==> src/include/ooo_consts.svh <==
`ifndef OOO_CONSTS_SVH
`define OOO_CONSTS_SVH

// datapath and register file
`define XLEN        32
`define NUM_REGS    32
`define REG_AW      5

// reorder buffer, depth is 2**TAG_W
`define ROB_DEPTH   8
`define TAG_W       3

// load cycle plus one quotient bit per cycle
`define DIV_CYCLES  33

// major opcodes
`define OPC_OP      7'b0110011
`define OPC_OP_IMM  7'b0010011

// funct7 values
`define F7_MULDIV   7'b0000001
`define F7_ALT      7'b0100000  // sub, sra, srai

`endif

==> src/hw/ooo_pkg.sv <==
`include "ooo_consts.svh"

package ooo_pkg;

    typedef struct packed {
        logic [6:0]         funct7;
        logic [`REG_AW-1:0] rs2;
        logic [`REG_AW-1:0] rs1;
        logic [2:0]         funct3;
        logic [`REG_AW-1:0] rd;
        logic [6:0]         opcode;
    } r_view_t;

    typedef struct packed {
        logic [11:0]        imm12;
        logic [`REG_AW-1:0] rs1;
        logic [2:0]         funct3;
        logic [`REG_AW-1:0] rd;
        logic [6:0]         opcode;
    } i_view_t;

    // same word, register or immediate layout
    typedef union packed {
        r_view_t r;
        i_view_t i;
    } inst_u;

    typedef enum logic [1:0] {
        UNIT_ALU,
        UNIT_MUL,
        UNIT_DIV
    } unit_e;

    typedef enum logic [3:0] {
        ALU_ADD,
        ALU_SUB,
        ALU_SLL,
        ALU_SLT,
        ALU_SLTU,
        ALU_XOR,
        ALU_SRL,
        ALU_SRA,
        ALU_OR,
        ALU_AND
    } alu_op_e;

    typedef struct packed {
        logic               valid;
        logic [`TAG_W-1:0]  tag;
        unit_e              unit;
        logic [3:0]         op;    // alu_op_e, or funct3 for mul/div
        logic [`XLEN-1:0]   a;
        logic [`XLEN-1:0]   b;
        logic [`REG_AW-1:0] rd;
    } uop_t;

    typedef struct packed {
        logic              valid;
        logic [`TAG_W-1:0] tag;
        logic [`XLEN-1:0]  value;
    } result_t;

    typedef struct packed {
        logic               valid;
        logic [`REG_AW-1:0] rd;
        logic [`XLEN-1:0]   value;
    } commit_t;

endpackage

==> src/hw/alu_unit.sv <==
`timescale 1ns/1ns
`include "ooo_consts.svh"

module alu_unit import ooo_pkg::*; (
    input  logic    clk,
    input  logic    arst_n,
    input  uop_t    uop,
    output result_t res
);

    localparam int SH_W = $clog2(`XLEN);

    logic [`XLEN-1:0]  y;
    logic [SH_W-1:0]   sh;
    logic              vld_q;
    logic [`TAG_W-1:0] tag_q;
    logic [`XLEN-1:0]  val_q;

    assign sh = uop.b[SH_W-1:0];

    always_comb begin
        case (alu_op_e'(uop.op))
            ALU_ADD:  y = uop.a + uop.b;
            ALU_SUB:  y = uop.a - uop.b;
            ALU_SLL:  y = uop.a << sh;
            ALU_SLT:  y = {{(`XLEN-1){1'b0}}, $signed(uop.a) < $signed(uop.b)};
            ALU_SLTU: y = {{(`XLEN-1){1'b0}}, uop.a < uop.b};
            ALU_XOR:  y = uop.a ^ uop.b;
            ALU_SRL:  y = uop.a >> sh;
            ALU_SRA:  y = $signed(uop.a) >>> sh;
            ALU_OR:   y = uop.a | uop.b;
            ALU_AND:  y = uop.a & uop.b;
            default:  y = '0;
        endcase
    end

    always_ff @(posedge clk or negedge arst_n) begin
        if (!arst_n) begin
            vld_q <= 1'b0;
        end else begin
            vld_q <= uop.valid;
        end
    end

    always_ff @(posedge clk) begin
        tag_q <= uop.tag;
        val_q <= y;
    end

    assign res = '{vld_q, tag_q, val_q};

endmodule

==> config.mk <==
export PLATFORM = sky130hd
export DESIGN_NAME = alu_unit
export DESIGN_NICKNAME = d
export VERILOG_FILES = /design/src/hw/ooo_pkg.sv /design/src/hw/alu_unit.sv
export VERILOG_INCLUDE_DIRS = /design/src /design/src/include
export SDC_FILE = /design/constraint.sdc
export NUM_CORES = 1
export LEC_CHECK = 0
export ABC_AREA = 1
export BUFFER_PORTS_ARGS = -buffer_cell sky130_fd_sc_hd__buf_4
export CORE_AREA = 4 4 152 154
export CTS_CLUSTER_DIAMETER = 150
export DETAILED_ROUTE_END_ITERATION = 10
export DIE_AREA = 0 0 156 158
export PLACE_DENSITY = 0.72
export SLEW_MARGIN = 20
export SYNTH_ARGS = -nofsm -noshare
export SYNTH_HDL_FRONTEND = slang
export SYNTH_SLANG_ARGS = --single-unit
==> constraint.sdc <==
create_clock -name clk -period 0.8 [get_ports clk]
set_input_delay 0.16 -clock clk [delete_from_list [all_inputs] [get_ports clk]]
set_output_delay 0.16 -clock clk [all_outputs]
set_load 0.005 [all_outputs]
==> impl_metrics.json, run 1 <==
{
  "status": "did not finish",
  "haltStage": "global routing",
  "error_line": "[ERROR GRT-0232] Routing congestion too high. Check the congestion heatmap in the GUI.",
  "syn_inst": 2114,
  "worst_endpoint": "val_q[6]$_DFF_P_/D",
  "synth_warnings": 0,
  "synth_seq_area_share_pct": 6.76,
  "io_pins": 117,
  "synth_top_area_share_pct": 25.9,
  "synthArstFlopShare_pct": 2.78,
  "root_buffer": "clkbuf_16",
  "row_count": 54,
  "die_y_um": 158,
  "netlist_area_mm2": 0.0107,
  "ys_seq_elements": 36,
  "synth_edf_count": 0,
  "cts_sinks": 36,
  "cts_max_level": 2,
  "synth_top_area_cell": "nand2_1",
  "die_w_um": 156,
  "yosys-top-cells-area": "nand2_1, nand3_1, ha_1, inv_1, dfxtp_1",
  "io_buffers": 109,
  "synth_cell_types": 47,
  "overflow": 85,
  "dp_hpwl_mm": 48.7,
  "initial_core_util_pct": 49.5,
  "numCtsBuffers": 5,
  "synth_nets": 2294,
  "grtUsageTotal_pct": 77.2,
  "endpoint_type": "sequential cell input",
  "dpl_cell_area_mm2": 0.0156,
  "gp_congestion": 1.12,
  "syn_area_per_cell_um2": 5.08,
  "grt_max_degree": 37,
  "clockBufferDepth": 2,
  "ys.flop_type": "dfxtp_1"
}
metrics by stage:
step,std cells,worst slack [ns]
after detailed placement,2921,-1.59
after CTS,2951,-0.863
after floorplan,2114,-1.00
after global placement,2921,-1.59
cell families after synthesis:
group | after synthesis | share of synthesized area [%]
compound gates | 259 | 13.6
xor+xnor | 1 | 0.0816
fa+ha+maj | 99 | 11.7
buf+inv | 390 | 15.2
flops | 36 | 6.76
simple gates | 1329 | 52.8
synth_stat cells (all sizes together), types with 4 or more instances:
cell type and number:
nand2 746, o21ai 101, o221ai 4, o22ai 22, o211ai 21, a21oi 90, ha 97, and2 11
nand4 34, buf 69, nand3 333, o21bai 8, nor3 22, inv 298, nor2 172, dfxtp 35
clkbuf 21, nand3b 6
timing repair:
item / in CTS
gates resized for setup: 414
buffers inserted: 15
hold buffers: 5
gates cloned: 3
endpoints found under the setup margin: 68
endpoints found under the hold margin: 5
pin swaps: 74
metal layers:
metal	GRT usage, %	GRT overflow
met1	74.5	2
met2	92.1	40
met3	66.2	1
met4	78.5	42
met5	39.1	0
==> inputs of run 2 (changes only) <==
--- a/config.mk
+++ b/config.mk
@@ -8,11 +8,10 @@
 export LEC_CHECK = 0
 export ABC_AREA = 1
 export BUFFER_PORTS_ARGS = -buffer_cell sky130_fd_sc_hd__buf_4
-export CORE_AREA = 4 4 152 154
-export CTS_CLUSTER_DIAMETER = 150
+export CORE_AREA = 4 4 181 183
 export DETAILED_ROUTE_END_ITERATION = 10
-export DIE_AREA = 0 0 156 158
-export PLACE_DENSITY = 0.72
+export DIE_AREA = 0 0 185 187
+export PLACE_DENSITY_LB_ADDON = 0.15
 export SLEW_MARGIN = 20
 export SYNTH_ARGS = -nofsm -noshare
 export SYNTH_HDL_FRONTEND = slang
==> constraint.sdc (replaced) <==
create_clock -name clk -period 1 [get_ports clk]
set_input_delay 0.2 -clock clk [delete_from_list [all_inputs] [get_ports clk]]
set_output_delay 0.2 -clock clk [all_outputs]
set_load 0.005 [all_outputs]
==> run 2 against run 1 <==
The flow now finishes, with violations (negative setup slack). Synthesized cell count unchanged. Area after synthesis unchanged.
==> impl_metrics.json, run 2 <==
{
  "relSlewSlack_pct": 72.1,
  "power_frac_comb_pct": 75.0,
  "stdcell_count": 3141,
  "io_pins": 117,
  "overflow": 0,
  "vias": 17000,
  "grt_pass1_wl_mm": 96.5,
  "synthArstFlopShare_pct": 2.78,
  "yosysMostFrequentCell": "nand2_1",
  "synth_common_cells": "nand2_1, nand3_1, inv_1",
  "cts_tree": "built",
  "synth_nets": 2294,
  "synth_top_area_cell": "nand2_1",
  "yosys-top-cells-area": "nand2_1, nand3_1, ha_1, inv_1, dfxtp_1",
  "hold_ws_ns": 0.203,
  "swShare_pct": 48.6,
  "p_int_uw": 7200,
  "setup_viol": 35,
  "placed_cells": 3087,
  "viasPerCell": 5.40,
  "drv_cap": 0,
  "numCtsBuffers": 5,
  "synth_cell_types": 47,
  "root_buffer": "clkbuf_16",
  "fin_crit_ns": 1.67,
  "largest_register_ffs": 32,
  "avgRoutedWirePerCell_um": 21.3,
  "drc": 0,
  "power_uw": 14000,
  "io_buffers": 109,
  "fin_nets": 2918,
  "drv_slew": 0,
  "grt_max_degree": 33,
  "end_kind": "flop",
  "core_mm2": 0.0312,
  "cp-startpoint": "uop[49]",
  "seqPwrFrac_pct": 12.4,
  "top_regs": "val_q (32), tag_q (3), vld_q (1)",
  "area_delta_synth_final_pct": 81.6,
  "hold_class": "in -> async",
  "die_y_um": 187,
  "critPathLaunchType": "input pin",
  "syn_area_per_cell_um2": 5.08,
  "synth_edf_count": 0,
  "worstPathRequired_ns": 1.20,
  "ys_seq_elements": 36,
  "tightest_slew_ns": 0.417,
  "p_leak_uw": 0.0101,
  "mostFrequentLayoutCells": "buf_4, nand2_1, nand3_1, inv_1, nand2_2",
  "die_w_um": 185,
  "synth_seq_area_share_pct": 6.76,
  "worst-setup-path-type": "in -> reg",
  "synth_warnings": 0,
  "status": "finished with violations",
  "dr.pass1.iters": 6,
  "peakVddDrop_uv": 643,
  "gp_congestion": 1.05,
  "netlist_area_mm2": 0.0107,
  "num_antenna_cells": 0,
  "final_common_cell": "buf_4",
  "synth_top_area_share_pct": 25.9,
  "wirelength_mm": 67.0,
  "grtUsageTotal_pct": 36.6,
  "regMostFlops": "val_q",
  "p_switching_uw": 6810,
  "cp_max_fo": 7,
  "drive_above_1_share_pct": 48.7,
  "place_ws_ns": -1.33,
  "initial_core_util_pct": 34.4,
  "violations": "negative setup slack",
  "dieArea_mm2": 0.0346,
  "power_density_mw_per_mm2": 718,
  "cts_max_level": 2,
  "antenna_found_initial": 2,
  "p_clk_share_pct": 12.6,
  "utilization_pct": 62.5,
  "fin_crit_sh_pct": 167,
  "syn_inst": 2114,
  "ys.flop_type": "dfxtp_1",
  "row_count": 65,
  "grt_pass1_vias": 16400,
  "rsz0062_at_grt": "yes",
  "cts_sinks": 36,
  "postRouteAntennaNets": 0,
  "arrival_ns": 1.88,
  "finalHoldViolations": 0,
  "clk_pin_slew_ns": 0.07,
  "dp_hpwl_mm": 54.6,
  "drtIter0Drc": 1389,
  "clockBufferDepth": 2,
  "fmax_ghz": 0.598,
  "setup_ws_ns": -0.672
}
-- run 2: cell counts after synthesis --
Identical to the previous run, type by type.
-- run 2: what timing repair did --
| item | 4_1_cts | 5_1_grt |
|---|---|---|
| setup buffers | 26 | 16 |
| pin swaps | 143 | 145 |
| resized for setup | 578 | 277 |
| hold buffers | 5 | 0 |
| hold endpoints to repair | 5 | 0 |
| endpoints found under the setup margin | 46 | 36 |
| gates cloned | 4 | 1 |
-- run 2: through the flow --
| stage | TNS [ns] | instance area [um2] |
|---|---|---|
| CTS | -17.76 | 18500 |
| finish | -19.13 | 19500 |
| floorplan | -24.32 | 11000 |
| detailed placement | -36.71 | 16100 |
| global route | -21.26 | 19500 |
| global placement | -36.79 | 16100 |
-- run 2: worst max-delay path, cell delays in order --
cell and delay (ns):
buf_8 0.08, clkinvlp_4 0.15, ha_4 0.41, nand2_4 0.07, nor2_2 0.15, inv_2 0.08
nor2_1 0.15, nor2_1 0.08, nand2_2 0.17, nand2_1 0.09, nand2_1 0.07, nand2_1 0.04
nand3_1 0.06, nand3_1 0.07
-- run 2: logic make-up (layout without fill, tap and decap cells) --
family,Yosys count,in the layout,share of synthesized area (%)
adders and majority gates,99,99,11.7
xor gates and xnor gates,1,1,0.0816
AOI/OAI and AO/OA,259,259,13.6
DFF,36,36,6.76
and+or+nand+nor,1329,1329,52.8
buffers and inverters,390,1015,15.2
-- run 2: worst paths after layout --
| check | endpoint | slack [ns] |
|---|---|---|
| max | val_q[31] | -0.67 |
| min | vld_q | 0.20 |
| max in group asynchronous | vld_q | 0.72 |
| min in group clk | val_q[0] | 0.22 |
-- run 2: routing by layer --
layer,vias up,wire length [um],track usage [%]
li1,8071,-,-
met1,8019,28000,48.5
met2,717,31100,61.4
met3,162,4860,4.59
met4,4,3000,12.0
met5,-,30,0
-- run 2: power by group through the flow --
| stage | Sequential, uW | Combinational [uW] | Clock [uW] |
|---|---|---|---|
| after global placement | 1750 | 8070 | 0 |
| after detailed placement | 1750 | 8090 | 0 |
| after CTS | 1740 | 9530 | 1810 |
| final | 1740 | 10500 | 1770 |
| after global routing | 1740 | 11100 | 1810 |
| after floorplan | 1710 | 3710 | 0 |
-- run 2: cell type report --
class / count / area [um2]
Inverter: 300 / 1230
Clock buffer: 7 / 133
Timing Repair Buffer: 707 / 5960
Sequential cell: 36 / 754
Tap cell: 402 / 503
Clock inverter: 1 / 5.00
Fill cell: 3081 / 11700
Multi-Input combinational cell: 1688 / 10900
Note: power is estimated with default switching activity, not from simulation.
