$ cat src/include/ooo_consts.svh
`ifndef OOO_CONSTS_SVH
`define OOO_CONSTS_SVH

// datapath and register file
`define XLEN        32
`define NUM_REGS    32
`define REG_AW      5

// reorder buffer, depth is 2**TAG_W
`define ROB_DEPTH   8
`define TAG_W       3

// load cycle plus one quotient bit per cycle
`define DIV_CYCLES  33

// major opcodes
`define OPC_OP      7'b0110011
`define OPC_OP_IMM  7'b0010011

// funct7 values
`define F7_MULDIV   7'b0000001
`define F7_ALT      7'b0100000  // sub, sra, srai

`endif

$ cat src/hw/ooo_pkg.sv
`include "ooo_consts.svh"

package ooo_pkg;

    typedef struct packed {
        logic [6:0]         funct7;
        logic [`REG_AW-1:0] rs2;
        logic [`REG_AW-1:0] rs1;
        logic [2:0]         funct3;
        logic [`REG_AW-1:0] rd;
        logic [6:0]         opcode;
    } r_view_t;

    typedef struct packed {
        logic [11:0]        imm12;
        logic [`REG_AW-1:0] rs1;
        logic [2:0]         funct3;
        logic [`REG_AW-1:0] rd;
        logic [6:0]         opcode;
    } i_view_t;

    // same word, register or immediate layout
    typedef union packed {
        r_view_t r;
        i_view_t i;
    } inst_u;

    typedef enum logic [1:0] {
        UNIT_ALU,
        UNIT_MUL,
        UNIT_DIV
    } unit_e;

    typedef enum logic [3:0] {
        ALU_ADD,
        ALU_SUB,
        ALU_SLL,
        ALU_SLT,
        ALU_SLTU,
        ALU_XOR,
        ALU_SRL,
        ALU_SRA,
        ALU_OR,
        ALU_AND
    } alu_op_e;

    typedef struct packed {
        logic               valid;
        logic [`TAG_W-1:0]  tag;
        unit_e              unit;
        logic [3:0]         op;    // alu_op_e, or funct3 for mul/div
        logic [`XLEN-1:0]   a;
        logic [`XLEN-1:0]   b;
        logic [`REG_AW-1:0] rd;
    } uop_t;

    typedef struct packed {
        logic              valid;
        logic [`TAG_W-1:0] tag;
        logic [`XLEN-1:0]  value;
    } result_t;

    typedef struct packed {
        logic               valid;
        logic [`REG_AW-1:0] rd;
        logic [`XLEN-1:0]   value;
    } commit_t;

endpackage

$ cat src/hw/reorder_commit.sv
`timescale 1ns/1ns
`include "ooo_consts.svh"

module reorder_commit import ooo_pkg::*; (
    input  logic               clk,
    input  logic               arst_n,
    input  logic               alloc,
    output logic [`TAG_W-1:0]  alloc_tag,
    output logic               rob_full,
    input  logic [`REG_AW-1:0] rd_in,
    input  result_t            alu_res,
    input  result_t            mul_res,
    input  result_t            div_res,
    input  logic [`REG_AW-1:0] rs1_addr,
    input  logic [`REG_AW-1:0] rs2_addr,
    input  logic [`REG_AW-1:0] dbg_addr,
    output logic [`XLEN-1:0]   rs1_data,
    output logic [`XLEN-1:0]   rs2_data,
    output logic [`XLEN-1:0]   dbg_data,
    output commit_t            commit
);

    localparam int NUM_WB = 3;

    logic [`REG_AW-1:0]    ent_rd  [`ROB_DEPTH];
    logic [`XLEN-1:0]      ent_val [`ROB_DEPTH];
    logic [`ROB_DEPTH-1:0] ent_done;
    logic [`TAG_W-1:0]     head_q;
    logic [`TAG_W-1:0]     tail_q;
    logic [`TAG_W:0]       count_q;
    logic [`XLEN-1:0]      regs [`NUM_REGS];
    result_t               wb [NUM_WB];

    assign wb[0] = alu_res;
    assign wb[1] = mul_res;
    assign wb[2] = div_res;

    assign alloc_tag = tail_q;
    assign rob_full  = count_q == (`TAG_W+1)'(`ROB_DEPTH);

    // head retires as soon as its result is in
    assign commit = '{ent_done[head_q], ent_rd[head_q], ent_val[head_q]};

    always_ff @(posedge clk or negedge arst_n) begin
        if (!arst_n) begin
            head_q   <= '0;
            tail_q   <= '0;
            count_q  <= '0;
            ent_done <= '0;
        end else begin
            if (commit.valid) begin
                ent_done[head_q] <= 1'b0;
                head_q           <= head_q + 1'b1;
            end
            for (int i = 0; i < NUM_WB; i++) begin
                if (wb[i].valid) begin
                    ent_done[wb[i].tag] <= 1'b1;
                end
            end
            if (alloc) begin
                ent_done[tail_q] <= 1'b0;
                tail_q           <= tail_q + 1'b1;
            end
            count_q <= count_q + (`TAG_W+1)'(alloc) - (`TAG_W+1)'(commit.valid);
        end
    end

    always_ff @(posedge clk) begin
        if (alloc) begin
            ent_rd[tail_q] <= rd_in;
        end
        for (int i = 0; i < NUM_WB; i++) begin
            if (wb[i].valid) begin
                ent_val[wb[i].tag] <= wb[i].value;
            end
        end
    end

    // architectural registers
    always_ff @(posedge clk or negedge arst_n) begin
        if (!arst_n) begin
            for (int r = 0; r < `NUM_REGS; r++) begin
                regs[r] <= '0;
            end
        end else if (commit.valid && commit.rd != '0) begin
            regs[commit.rd] <= commit.value;  // x0 stays zero
        end
    end

    assign rs1_data = regs[rs1_addr];
    assign rs2_data = regs[rs2_addr];
    assign dbg_data = regs[dbg_addr];

endmodule

$ cat config.mk
export PLATFORM = sky130hd
export DESIGN_NAME = reorder_commit
export DESIGN_NICKNAME = d
export VERILOG_FILES = /design/src/hw/ooo_pkg.sv /design/src/hw/reorder_commit.sv
export VERILOG_INCLUDE_DIRS = /design/src /design/src/include
export SDC_FILE = /design/constraint.sdc
export NUM_CORES = 2
export LEC_CHECK = 0
export ABC_AREA = 1
export BUFFER_PORTS_ARGS = -buffer_cell sky130_fd_sc_hd__buf_2
export CAP_MARGIN = 10
export CELL_PAD_IN_SITES_DETAIL_PLACEMENT = 1
export CELL_PAD_IN_SITES_GLOBAL_PLACEMENT = 2
export CORE_MARGIN = 3
export CORE_UTILIZATION = 38
export CTS_CLUSTER_DIAMETER = 100
export CTS_CLUSTER_SIZE = 28
export DETAILED_ROUTE_END_ITERATION = 10
export GPL_ROUTABILITY_DRIVEN = 0
export PLACE_DENSITY_LB_ADDON = 0.1
export REMOVE_ABC_BUFFERS = 1
export SYNTH_ARGS = -nofsm -noshare
export SYNTH_HDL_FRONTEND = slang
export SYNTH_SLANG_ARGS = --single-unit
$ cat constraint.sdc
create_clock -name clk -period 4.1 [get_ports clk]
set_clock_uncertainty 0.05 [all_clocks]
set_input_delay 0.82 -clock clk [delete_from_list [all_inputs] [get_ports clk]]
set_output_delay 0.82 -clock clk [all_outputs]
set_load 0.02 [all_outputs]
Yosys cells after proc, flatten, opt, wreduce, memory -nomap -nowiden

Memories as Yosys holds them, arrays and structs flattened.
Cells that the tools add are included.

Magnitude comparators: 15
Equality and inequality tests: 1
Mux-type cells: 37
Reduce and logical (&&, ||, !) cells: 8
$add $sub $neg: 4
Bitwise logic cells: 11

Operators by type and width:

| operator            | number |
|---|---|
| $bwmux 1024         | 1 |
| $bmux 32 s5         | 3 |
| $mux 32             | 7 |
| $demux 32 s5        | 1 |
| $mux 8              | 5 |
| $ge 6x6->1 const B  | 4 |
| $not 5->6           | 4 |
| $or 8x8->8          | 3 |
| $lt 3x4->1 const B  | 5 |
| $and 8x8->8         | 2 |
| $not 8->8           | 2 |
| $demux 1 s3         | 5 |
| $ge 3x1->1 const B  | 5 |
| $mux 1              | 14 |
| $logic_and 1x1->1   | 7 |
| $add 3x1->3 const B | 2 |
| $lt 6x1->1 const B  | 1 |
| $reduce_bool 5->1   | 1 |
| $add 4x1->4         | 1 |
| $eq 4x4->1 const B  | 1 |
| $sub 4x1->4         | 1 |
| $bmux 1 s3          | 1 |

Memories: 2
Logic and storage cells: 114
RAM bits: 296
Bits in registers: 1042
Output and inout port bits: 138

Memories:

| name    | depth | width | read ports | clocked after memory_dff | write ports | line                 | source |
|---|---|---|---|---|---|---|---|
| ent_val | 8     | 32    | 1          | 0                        | 3           | reorder_commit.sv:26 | `` logic [`XLEN-1:0] ent_val [`ROB_DEPTH]; `` |
| ent_rd  | 8     | 5     | 1          | 0                        | 1           | reorder_commit.sv:25 | `` logic [`REG_AW-1:0] ent_rd [`ROB_DEPTH]; `` |

Depth between registers and ports, before layout

Word-level depth: 15
Depth in mapped cells: 15
Depth with buffers taken out: 12

Worst setup path before layout

No wires, ideal clock.

Path kind: input to output
Start point: input port rs2_addr[0]
End point: output port rs2_data[6]
Arrival: 2.385 ns
Stages on the path: 12
Path slack: 0.845 ns
Data required time: 3.230 ns
Cells stage by stage: clkbuf_1 -> inv_2 -> clkbuf_1 -> clkbuf_1 -> nand2_1 -> nand3_1 -> nand3_1 -> nand2_1 -> nand2_1 -> nand2_1 -> nor2_1 -> a21oi_1

Word-level cells in the longest chain between the ends: 4

RTL lines:

| what                                       | line                 | source |
|---|---|---|
| start, declared                            | reorder_commit.sv:15 | `` input logic [`REG_AW-1:0] rs2_addr, `` |
| $not 5->6 (not written as such)            | reorder_commit.sv:91 | `assign rs2_data = regs[rs2_addr];` |
| $bmux 32 s5                                | reorder_commit.sv:91 |  |
| $mux 32 (not written as such) (2 in a row) | reorder_commit.sv:91 |  |
| end, declared                              | reorder_commit.sv:18 | `` output logic [`XLEN-1:0] rs2_data, `` |

Every way passes these cells. The select of a mux whose other input is x is not followed.

==> impl_metrics.env <==
export IMPL_power_per_cell_area_nw_per_um2=717
export IMPL_min_from="alloc"
export IMPL_io_pins=269
export IMPL_switchingPower_uw=38000
export IMPL_fin_crit_sh=0.971
export IMPL_layout_common_cells="nand2_1, nand3_1, dfrtp_1"
export IMPL_clk_pin_slew_ps=110
export IMPL_synth_mux_area_frac=0
export IMPL_final_common_cell="nand2_1"
export IMPL_hpwl_mm=287
export IMPL_crit_fanout=6
export IMPL_first_iter_violations=11242
export IMPL_coreArea_um2=228000
export IMPL_fillerInstances=29419
export IMPL_drc=0
export IMPL_grt_overflow_total=0
export IMPL_worst_pin_slew_ps=1200
export IMPL_yosysSeqAreaShare=0.400
export IMPL_status="completed"
export IMPL_avgSynthCellArea_um2=6.52
export IMPL_num_vias=100582
export IMPL_finalNetCount=13135
export IMPL_syn_area_um2=87400
export IMPL_rsz0062_at_grt="no"
export IMPL_syn_inst=13410
export IMPL_finalNonFillerCells=16096
export IMPL_cp_startpoint="head_q[1]"
export IMPL_antenna_found_initial=33
export IMPL_postRouteAntennaNets=0
export IMPL_cp_start_kind="flip-flop"
export IMPL_htreeDepth=3
export IMPL_die_area_um2=236000
export IMPL_maxSlewHeadroom=0.200
export IMPL_die_h_um=486
export IMPL_power_frac_seq=0.335
export IMPL_yosys_area_share_simple=0.438
export IMPL_worstPathArrival_ps=3110
export IMPL_swShare=0.547
export IMPL_setup_viol=0
export IMPL_io_buffer_count=268
export IMPL_root_buffer="clkbuf_16"
export IMPL_start_util=0.383
export IMPL_synthTopCellsByArea="dfrtp_1, nand2_1, nand3_1"
export IMPL_yosysTopAreaCell="dfrtp_1"
export IMPL_fmax_mhz=251
export IMPL_viasPerCell=6.25
export IMPL_post_drt_wl_per_cell_um=29.4
export IMPL_fp_row_count=175
export IMPL_fin_crit_ps=3980
export IMPL_dp_cells=15912
export IMPL_worstPathRequired_ps=3230
export IMPL_synth_compound_area_frac=0.0917
export IMPL_p_leak_uw=0.0452
export IMPL_numCtsBuffers=85
export IMPL_ys_types=31
export IMPL_grt_pass1_wl_mm=697
export IMPL_synthAdderAreaFrac=0.00123
export IMPL_holdCritPathClass="in2reg"
export IMPL_crit_path_end_kind="output port"
export IMPL_clk_latency_ps=820
export IMPL_firstDrtPassIters=7
export IMPL_drive_above_1_share=0.0769
export IMPL_drt_wl_total_mm=474
export IMPL_power_frac_comb=0.510
export IMPL_grt_start_max_net_pins=118
export IMPL_die_w_um=486
export IMPL_final_util=0.425
export IMPL_track_usage=0.391
export IMPL_cts_tree="built"
export IMPL_synth_top_area_frac=0.298
export IMPL_p_int_uw=31600
export IMPL_synth_xor_area_frac=0.000501
export IMPL_yosysWarnings=0
export IMPL_ys_ff_latch=1338
export IMPL_pwr_share_clk=0.155
export IMPL_hold_viol_final=0
export IMPL_area_growth_pct=10.9
export IMPL_grt_pass1_vias=101561
export IMPL_cap_violations=0
export IMPL_vdd_drop_max_mv=0.646
export IMPL_drv_slew=0
export IMPL_crit_type="reg2out"
export IMPL_synth_top_family_by_area="simple AND/OR/NAND/NOR gates"
export IMPL_cts_buffer_depth=3
export IMPL_tns_ps=0
export IMPL_cts_sinks=1338
export IMPL_r2r_start="head_q[0]"
## worst paths after layout
kind                           endpoint  cells past startpoint  slack (ps)
hold reg to reg              regs[1000]                      0         390
hold / removal             alloc_tag[1]                      2         240
max in group asynchronous     regs[217]                      3        2270
setup reg to reg              regs[626]                     12         500
min in group asynchronous     regs[580]                      2         560
setup / recovery             commit[28]                      9         120
## sequential cells by signal, summed over array words and instances, names as in the netlist
signal and count:
alloc_tag 3, count_q 4, ent_done 8, ent_rd 40
ent_val 256, head_q 3, regs 1024
## kinds of logic (layout without fill, tap and decap cells)
| group | Yosys count | in the layout |
|---|---|---|
| AOI/OAI and AO/OA | 1437 | 1437 |
| xor gates and xnor gates | 5 | 5 |
| adders and majority gates | 8 | 8 |
| buffers and inverters | 1452 | 1111 |
| DFF | 1338 | 1338 |
| other | 0 | 18 |
| and+or+nand+nor | 9170 | 9170 |
## power groups by stage
stage	Clock, uW	Sequential, uW	Combinational [uW]
floorplan	0	21800	17000
global placement	0	23100	33700
detailed placement	0	23300	34700
CTS	10900	23000	34700
global route	11400	23800	38000
finish	10800	23300	35500
## layout make-up
cell class	count	area, um2	area share
inverter	200	826	0.00851
clock inverter	69	986	0.0102
tap	3009	3760	0.0388
clock buffer	91	2170	0.0224
antenna	18	45.0	0.000464
timing repair buffer	751	7420	0.0765
sequential	1338	35000	0.361
multi-input combinational	10620	46800	0.483
## what timing repair did
item | 4_1_cts | 5_1_grt
hold buffers | 1 | 0
resized for setup | 0 | 7
pin swaps | 2 | 5
hold endpoints to repair | 14 | 0
buffers inserted | 0 | 5
setup endpoints to repair | 2 | 12
## per-stage QoR
stage / power (uW) / hold slack, ps / setup WS, ps / cell area, um2
after global routing: 73200 / 244 / 3.97 / 96900
final: 69600 / 242 / 118 / 97000
after CTS: 68700 / 194 / 8.97 / 96900
after floorplan: 38800 / 345 / -12150 / 82200
after detailed placement: 57900 / 365 / 171 / 93700
after global placement: 56800 / 360 / 170 / 93700
## per-layer routing
metal	vias up	wire length, um	global-route usage	part of all wire
met4	14	28600	0.209	0.060
li1	43336	-	-	-
met3	1266	42300	0.0675	0.089
met1	50939	188000	0.502	0.40
met2	5027	214000	0.629	0.45
met5	-	109	0	0.00023
## critical path, cell delays in order (launching register included)
cell and delay [ps]:
dfrtp_1 500, inv_2 130, nor2_4 40, inv_1 270, buf_4 330, buf_4 230, nor2_1 50, o21ai_0 90
nand4_1 370, buf_2 300
## cells in the mapped netlist
cell	instances
inv_4	1
a31oi_1	3
inv_2	10
ha_1	7
inv_1	184
buf_2	341
nand2_2	3
xor2_1	4
xnor2_1	1
o21ai_1	2
clkinv_1	5
nor2_1	330
a21oi_1	715
nand3_1	2934
nor2_2	3
nand2_4	1
buf_1	81
o21ai_0	389
nor2_4	11
o211ai_1	199
dfrtp_1	1042
nand4_1	32
or2_2	4
nand2_1	5852
edfxtp_1	296
o21a_1	32
clkbuf_1	794
o31ai_1	96
fa_1	1
buf_4	36
a31o_2	1
(Power assumes the default switching activity.)
