[src/include/ooo_consts.svh]
`ifndef OOO_CONSTS_SVH
`define OOO_CONSTS_SVH

// datapath and register file
`define XLEN        32
`define NUM_REGS    32
`define REG_AW      5

// reorder buffer, depth is 2**TAG_W
`define ROB_DEPTH   8
`define TAG_W       3

// load cycle plus one quotient bit per cycle
`define DIV_CYCLES  33

// major opcodes
`define OPC_OP      7'b0110011
`define OPC_OP_IMM  7'b0010011

// funct7 values
`define F7_MULDIV   7'b0000001
`define F7_ALT      7'b0100000  // sub, sra, srai

`endif

[src/hw/ooo_pkg.sv]
`include "ooo_consts.svh"

package ooo_pkg;

    typedef struct packed {
        logic [6:0]         funct7;
        logic [`REG_AW-1:0] rs2;
        logic [`REG_AW-1:0] rs1;
        logic [2:0]         funct3;
        logic [`REG_AW-1:0] rd;
        logic [6:0]         opcode;
    } r_view_t;

    typedef struct packed {
        logic [11:0]        imm12;
        logic [`REG_AW-1:0] rs1;
        logic [2:0]         funct3;
        logic [`REG_AW-1:0] rd;
        logic [6:0]         opcode;
    } i_view_t;

    // same word, register or immediate layout
    typedef union packed {
        r_view_t r;
        i_view_t i;
    } inst_u;

    typedef enum logic [1:0] {
        UNIT_ALU,
        UNIT_MUL,
        UNIT_DIV
    } unit_e;

    typedef enum logic [3:0] {
        ALU_ADD,
        ALU_SUB,
        ALU_SLL,
        ALU_SLT,
        ALU_SLTU,
        ALU_XOR,
        ALU_SRL,
        ALU_SRA,
        ALU_OR,
        ALU_AND
    } alu_op_e;

    typedef struct packed {
        logic               valid;
        logic [`TAG_W-1:0]  tag;
        unit_e              unit;
        logic [3:0]         op;    // alu_op_e, or funct3 for mul/div
        logic [`XLEN-1:0]   a;
        logic [`XLEN-1:0]   b;
        logic [`REG_AW-1:0] rd;
    } uop_t;

    typedef struct packed {
        logic              valid;
        logic [`TAG_W-1:0] tag;
        logic [`XLEN-1:0]  value;
    } result_t;

    typedef struct packed {
        logic               valid;
        logic [`REG_AW-1:0] rd;
        logic [`XLEN-1:0]   value;
    } commit_t;

endpackage

[src/hw/mul_div_unit.sv]
`timescale 1ns/1ns
`include "ooo_consts.svh"

module mul_div_unit import ooo_pkg::*; (
    input  logic    clk,
    input  logic    arst_n,
    input  uop_t    uop,
    output result_t mul_res,
    output result_t div_res,
    output logic    div_busy
);

    localparam int CNT_W = $clog2(`DIV_CYCLES);

    logic                        mul_go;
    logic                        div_go;
    logic signed [`XLEN:0]       ma;
    logic signed [`XLEN:0]       mb;
    logic signed [2*`XLEN+1:0]   prod_d;
    logic [2*`XLEN-1:0]          prod_q;
    logic                        s1_vld_q;
    logic [`TAG_W-1:0]           s1_tag_q;
    logic                        s1_hi_q;
    logic                        s2_vld_q;
    logic [`TAG_W-1:0]           s2_tag_q;
    logic [`XLEN-1:0]            s2_val_q;
    logic                        dv_signed;
    logic                        a_neg;
    logic                        b_neg;
    logic [`XLEN:0]              shifted;
    logic [`XLEN:0]              diff;
    logic [`XLEN-1:0]            div_val;
    logic                        dv_run_q;
    logic                        dv_vld_q;
    logic [CNT_W-1:0]            dv_cnt_q;
    logic [`TAG_W-1:0]           dv_tag_q;
    logic                        dv_rem_sel_q;
    logic                        dv_neg_q_q;
    logic                        dv_neg_r_q;
    logic [`XLEN-1:0]            quo_q;
    logic [`XLEN-1:0]            rem_q;
    logic [`XLEN-1:0]            dsr_q;

    assign mul_go = uop.valid && uop.unit == UNIT_MUL;
    assign div_go = uop.valid && uop.unit == UNIT_DIV;

    // mul/mulh/mulhsu take a signed, mul/mulh take b signed
    assign ma     = {(uop.op[1:0] != 2'b11) && uop.a[`XLEN-1], uop.a};
    assign mb     = {!uop.op[1] && uop.b[`XLEN-1], uop.b};
    assign prod_d = ma * mb;

    always_ff @(posedge clk or negedge arst_n) begin
        if (!arst_n) begin
            s1_vld_q <= 1'b0;
            s2_vld_q <= 1'b0;
        end else begin
            s1_vld_q <= mul_go;
            s2_vld_q <= s1_vld_q;
        end
    end

    always_ff @(posedge clk) begin
        prod_q   <= prod_d[2*`XLEN-1:0];
        s1_tag_q <= uop.tag;
        s1_hi_q  <= uop.op[1:0] != 2'b00;
        s2_tag_q <= s1_tag_q;
        s2_val_q <= s1_hi_q ? prod_q[2*`XLEN-1:`XLEN] : prod_q[`XLEN-1:0];
    end

    assign mul_res = '{s2_vld_q, s2_tag_q, s2_val_q};

    // restoring divide on magnitudes, signs fixed at the output
    assign dv_signed = !uop.op[0];  // div, rem
    assign a_neg     = dv_signed && uop.a[`XLEN-1];
    assign b_neg     = dv_signed && uop.b[`XLEN-1];
    assign shifted   = {rem_q, quo_q[`XLEN-1]};
    assign diff      = shifted - {1'b0, dsr_q};

    always_ff @(posedge clk or negedge arst_n) begin
        if (!arst_n) begin
            dv_run_q <= 1'b0;
            dv_vld_q <= 1'b0;
            dv_cnt_q <= '0;
        end else begin
            dv_vld_q <= 1'b0;
            if (div_go) begin
                dv_run_q <= 1'b1;
                dv_cnt_q <= CNT_W'(`DIV_CYCLES - 1);
            end else if (dv_run_q) begin
                dv_cnt_q <= dv_cnt_q - 1'b1;
                if (dv_cnt_q == CNT_W'(1)) begin
                    dv_run_q <= 1'b0;
                    dv_vld_q <= 1'b1;
                end
            end
        end
    end

    always_ff @(posedge clk) begin
        if (div_go) begin
            quo_q        <= a_neg ? -uop.a : uop.a;
            rem_q        <= '0;
            dsr_q        <= b_neg ? -uop.b : uop.b;
            dv_tag_q     <= uop.tag;
            dv_rem_sel_q <= uop.op[1];
            dv_neg_q_q   <= (a_neg ^ b_neg) && uop.b != '0;  // x/0 stays all ones
            dv_neg_r_q   <= a_neg;
        end else if (dv_run_q) begin
            if (!diff[`XLEN]) begin
                rem_q <= diff[`XLEN-1:0];
                quo_q <= {quo_q[`XLEN-2:0], 1'b1};
            end else begin
                rem_q <= shifted[`XLEN-1:0];
                quo_q <= {quo_q[`XLEN-2:0], 1'b0};
            end
        end
    end

    // min / -1 falls out of the magnitude path as min, rem 0
    assign div_val = dv_rem_sel_q ? (dv_neg_r_q ? -rem_q : rem_q)
                                  : (dv_neg_q_q ? -quo_q : quo_q);
    assign div_res = '{dv_vld_q, dv_tag_q, div_val};

    // also covers a divide sitting in the issue register
    assign div_busy = dv_run_q || div_go;

endmodule

[config.mk]
export PLATFORM = sky130hd
export DESIGN_NAME = mul_div_unit
export DESIGN_NICKNAME = d
export VERILOG_FILES = /design/src/hw/ooo_pkg.sv /design/src/hw/mul_div_unit.sv
export VERILOG_INCLUDE_DIRS = /design/src /design/src/include
export SDC_FILE = /design/constraint.sdc
export NUM_CORES = 2
export LEC_CHECK = 0
export ABC_AREA = 1
export CORE_ASPECT_RATIO = 0.8
export CORE_UTILIZATION = 44
export DETAILED_ROUTE_END_ITERATION = 6
export DONT_BUFFER_PORTS = 1
export GPL_ROUTABILITY_DRIVEN = 1
export PLACE_DENSITY = 0.62
export SLEW_MARGIN = 10
export SYNTH_ARGS = -nofsm -noshare
export SYNTH_HDL_FRONTEND = slang
export SYNTH_SLANG_ARGS = --single-unit
[constraint.sdc]
create_clock -name clk -period 4.55 [get_ports clk]
set_input_delay 0.2275 -clock clk [delete_from_list [all_inputs] [get_ports clk]]
set_output_delay 0.2275 -clock clk [all_outputs]
set_load 0.01 [all_outputs]
# Word level (Yosys, flattened, before mapping)
# Cells that the tools add are included.
# W data, S select, Z words.
# word_totals
regBits,215
out_inout_bits,73
# classes
addsub,6
n_mul,1
eq_ne,4
n_mux,18
n_bitwise,1
n_reduce_logical,13
# op_table
cell,n
$mux W32,9
$neg A32 Y32,4
$mul A33 B33 Y64,1
$sub A33 B32 Y33,1
$reduce_bool A32 Y1,1
$mux W6,2
$logic_and A1 B1 Y1,7
$mux W1,7
$eq A6 B1 Y1 const B,1
$sub A6 B1 Y6 const B,1
$reduce_bool A2 Y1,2
$eq A2 B1 Y1 const B,1
$eq A2 B2 Y1 const B,1
$logic_not A1 Y1,2
$ne A2 B2 Y1 const B,1
$logic_or A1 B1 Y1,1
$xor A1 B1 Y1,1

# Logic depth before layout (Yosys ltp)
# logic_depth
word_depth,4
ltp_mapped,35
depth_no_buf,33

# Worst setup path after synthesis
# OpenSTA, ideal clock, no wires.
# synth_timing
path_kind,in2reg
startpoint,in uop[68] in the netlist's numbering
endpoint,reg prod_q[63]
setup_time_ns,0.112
arrival_ns,7.375
setup_slack_ns,-2.938
cell_stages,28
n_path_buf,2
path_cell_list,buf_2 -> nand2_1 -> clkbuf_1 -> nor2_1 -> fa_1 -> inv_1 -> fa_1 -> inv_1 -> fa_1 -> inv_1 -> fa_1 -> inv_1 -> fa_1 -> fa_1 -> fa_1 -> inv_1 -> fa_1 -> inv_1 -> ha_1 -> a21oi_1 -> a21boi_0 -> nand2_1 -> a21oi_1 -> nand2_1 -> a21oi_1 -> inv_1 -> nand2_1 -> nand2_1
# synth_via
elab_chain_len,2
# synth_lines
item,line_no,rtl
start: declaration,mul_div_unit.sv:7,"input uop_t uop,"
$logic_and A1 B1 Y1,mul_div_unit.sv:48,"assign ma = {(uop.op[1:0] != 2'b11) && uop.a[`XLEN-1], uop.a};"
$mul A33 B33 Y64 (*),mul_div_unit.sv:50,assign prod_d = ma * mb;
via prod_d[63],mul_div_unit.sv:19,logic signed [2*`XLEN+1:0] prod_d;
end signal: assignment,mul_div_unit.sv:63,prod_q <= prod_d[2*`XLEN-1:0];
end: declaration,mul_div_unit.sv:20,logic [2*`XLEN-1:0] prod_q;
# The timed path passes the listed nets; every way through them passes the cells marked *.
# A chain may end at the register's enable or synchronous reset.

# Worst setup path after layout
# layout_timing
startpoint,in uop[70] in the netlist's numbering
endpoint,reg prod_q[63]
# layout_via
elab_chain_len,3
elab_cells_between_ends,5
cone_classes,1 x mul; 1 x eq/ne; 3 x reduce/logical
# layout_lines
item,line_no
$ne A2 B2 Y1 / $logic_not A1 Y1 (equally long branches),"mul_div_unit.sv:48, mul_div_unit.sv:49"
"$logic_and A1 B1 Y1, on equally long branches","mul_div_unit.sv:48, mul_div_unit.sv:49"
$mul A33 B33 Y64 (*),mul_div_unit.sv:50
via prod_d[63],mul_div_unit.sv:19
# Marks and branches as above.

==> impl_metrics.ini <==
[finish]
n_fill_cell = 11300
nets = 8607
fin_util_pct = 53.2
multi_input_area_um2 = 43900
syn2layout_area_growth_pct = 19.6
layout.cells.non_filler = 8790
seq_area_um2 = 5050
drive_gt1_share_pct = 18.3

[global_route]
grt_busiest_layer = met2
antenna_found_initial = 9
use_met2_pct = 47.7
track_usage_pct = 30.3
grt_pass1_wl_um = 282000
grt_pass1_vias = 47500
grt_max_degree = 83
use_met3_pct = 5.33
grt_util_met1_pct = 43.6
grt-ovfl-total = 0

[synth]
synth_top_flop_cell = dfxtp_1
synth.top_cell.area_share_pct = 42.6
async_flop_share_pct = 4.65
netlist_area_um2 = 52900
ys.warnings.count = 0
netlist-cell-type-count = 51
seq_area_frac_synth_pct = 9.55
yosys-top-cells-area = fa_1, nand2_1, inv_1
syn_inst = 6930
syn_nets = 8387
avgSynthCellArea_um2 = 7.64
ys_ff_latch = 215
synth_edf_count = 70
yosys.area.top_type = fa_1

[flow_run]
maxCapViolCount = 0

[placement]
dpl.hpwl_um = 139000
dp.cells = 8603
place_congestion = 0.983
pre_cts_ws_ns = -2.34
port_buffers = 0

[sta]
relSlewSlack_pct = 30.8
drv_slew = 0
finalCritPeriodShare_pct = 133
clock_skew_ns = 0.0467
fin_ws_ns = -1.49
hold_viol_final = 0
final-setup-viol-count = 53
setup_tns_ns = -61.56
fin_crit_ns = 6.04
rsz0062_at_grt = true
worstMarginPinSlew_ns = 1.04
max_freq_mhz = 166

[floorplanning]
core_area_um2 = 119000
fp.dieArea_um2 = 122000
rows = 113
die_h_um = 312
io_pins = 154
fp.dieW_um = 390
initial_utilization_pct = 44.5

[setup_path]
ff2ff_path_depth = 17
critPathRequiredTime_ns = 5.03
crit_path_end_kind = register
startpoint_type = input pin
critPathSlowestCell = fa_2
reg2reg_slack_ns = 1.66
crit_top_cell = fa_1
crit_fanout = 9
crit_type = in2reg
cpPeakStageDelay_ns = 0.65
crit_arrival_ns = 6.52

[routing]
dr.pass1.iters = 7
drt_wl_total_um = 180000
via_count = 45500
via_per_inst = 5.18
drt_iter0_drc = 3828
ant_nets = 0
wl_per_cell_um = 20.5
drc = 0

[clock_network]
cts_made_buffers = 27
cts-root-buf = clkbuf_16
cts_max_path_buffers = 3
clk_latency_ns = 0.61
path_clk_slew_ns = 0.07
htreeDepth = 1
cts.sinks = 215
cts_tree = yes

[outcome]
run_status = finished, violations left
violations = negative setup slack

[worst_hold_path]
hp-class = in2async
flip-flops by register name, indices dropped and copies added, names as in the netlist, 3 cells and up:
| signal | cells |
|---|---|
| s2_val_q | 32 |
| dv_tag_q | 3 |
| s2_tag_q | 3 |
| dsr_q | 32 |
| s1_tag_q | 3 |
| rem_q | 32 |
| prod_q | 64 |
| quo_q | 32 |
| dv_cnt_q | 6 |
synthesized netlist by cell type (all sizes together) (5+ instances only):
library cell,instances
dfxtp,135
inv,1855
o21bai,20
a21boi,5
mux2,32
nand3,263
ha,250
o21ai,175
nor4,9
buf,102
or2,5
nor2,361
dfrtp,10
a21o,5
xor2,76
clkbuf,205
nand2,1900
and2,6
xnor2,28
nor3,42
edfxtp,70
o22ai,7
o31ai,7
a21oi,165
fa,1126
nand3b,15
nand4,42
cell type report:
cell class                 instances  area share [%]
inverter                        1857            11.1
timing repair buffer             497            6.90
sequential                       215            7.98
tap                             1610            3.18
clock buffer                      31            1.16
antenna                            9          0.0356
clock inverter                    19           0.340
multi-input combinational       4552            69.3
cell families (layout without fill, tap and decap cells):
| group | after synthesis | count (layout) | synth area share, % |
|---|---|---|---|
| AO/OA/AOI/OAI | 395 | 395 | 4.02 |
| XOR/XNOR | 104 | 104 | 1.72 |
| adder cells (fa/ha/maj) | 1376 | 1376 | 48.5 |
| buffers and inverters | 2164 | 2404 | 15.4 |
| flip-flops | 215 | 215 | 9.55 |
| multiplexers | 32 | 32 | 0.681 |
| other | 0 | 9 | 0 |
| AND/OR/NAND/NOR | 2644 | 2645 | 20.1 |
cells in the final DEF (no fill, tap or decap), drive strengths merged, types with 8 or more instances in the layout:
cell,instances
nand2,1901
inv,1861
fa,1126
buf,433
nor2,361
nand3,263
ha,250
o21ai,175
a21oi,165
dfxtp,135
xor2,76
edfxtp,70
dlygate4sd3,64
nand4,42
nor3,42
mux2,32
clkbuf,31
xnor2,28
o21bai,20
nand3b,15
dfrtp,10
diode,9
nor4,9
clkinv,8
worst paths after layout:
path                                startpoint                 endpoint
max in group asynchronous               arst_n  dv_cnt_q[1]$_DFFE_PN0P_
hold reg to reg            s1_tag_q[1]$_DFF_P_      s2_tag_q[1]$_DFF_P_
setup reg to reg           quo_q[31]$_DFFE_PP_    rem_q[1]$_SDFFE_PP0P_
setup / recovery                       uop[70]       prod_q[63]$_DFF_P_
hold / removal                          arst_n       s1_vld_q$_DFF_PN0_
min in group clk                       uop[11]       dsr_q[7]$_DFFE_PP_
worst max-delay path: cells and delay by family:
kind	cells	cell delay [ns]
compound gates	2	0.31
fa+ha+maj	9	4.52
buf+inv	9	0.78
simple gates	9	0.68
layer usage:
| layer | routed length (um) | part of all wire (%) |
|---|---|---|
| met1 | 77700 | 43 |
| met2 | 81500 | 45 |
| met3 | 16400 | 9.1 |
| met4 | 4420 | 2.5 |
| met5 | 46 | 0.026 |
through the flow:
stage	hold slack [ns]	cell area (um^2)
after global routing	0.0373	63300
after detailed placement	-0.0679	57300
after global placement	-0.0679	57300
after floorplan	-0.0681	54100
after CTS	0.00883	61800
final	0.0260	63300
what timing repair did:
| item | 4_1_cts | 5_1_grt |
|---|---|---|
| pin swaps | 336 | 292 |
| endpoints found under the setup margin | 53 | 53 |
| setup buffers | 43 | 34 |
| gates cloned | 1 | 0 |
| hold buffers | 64 | 0 |
| hold endpoints to repair | 73 | 0 |
| gates resized for setup | 698 | 347 |
Power is left out: the tool's default activity adds up to more than one toggle a clock period on the data nets, which glitch-free logic cannot reach.
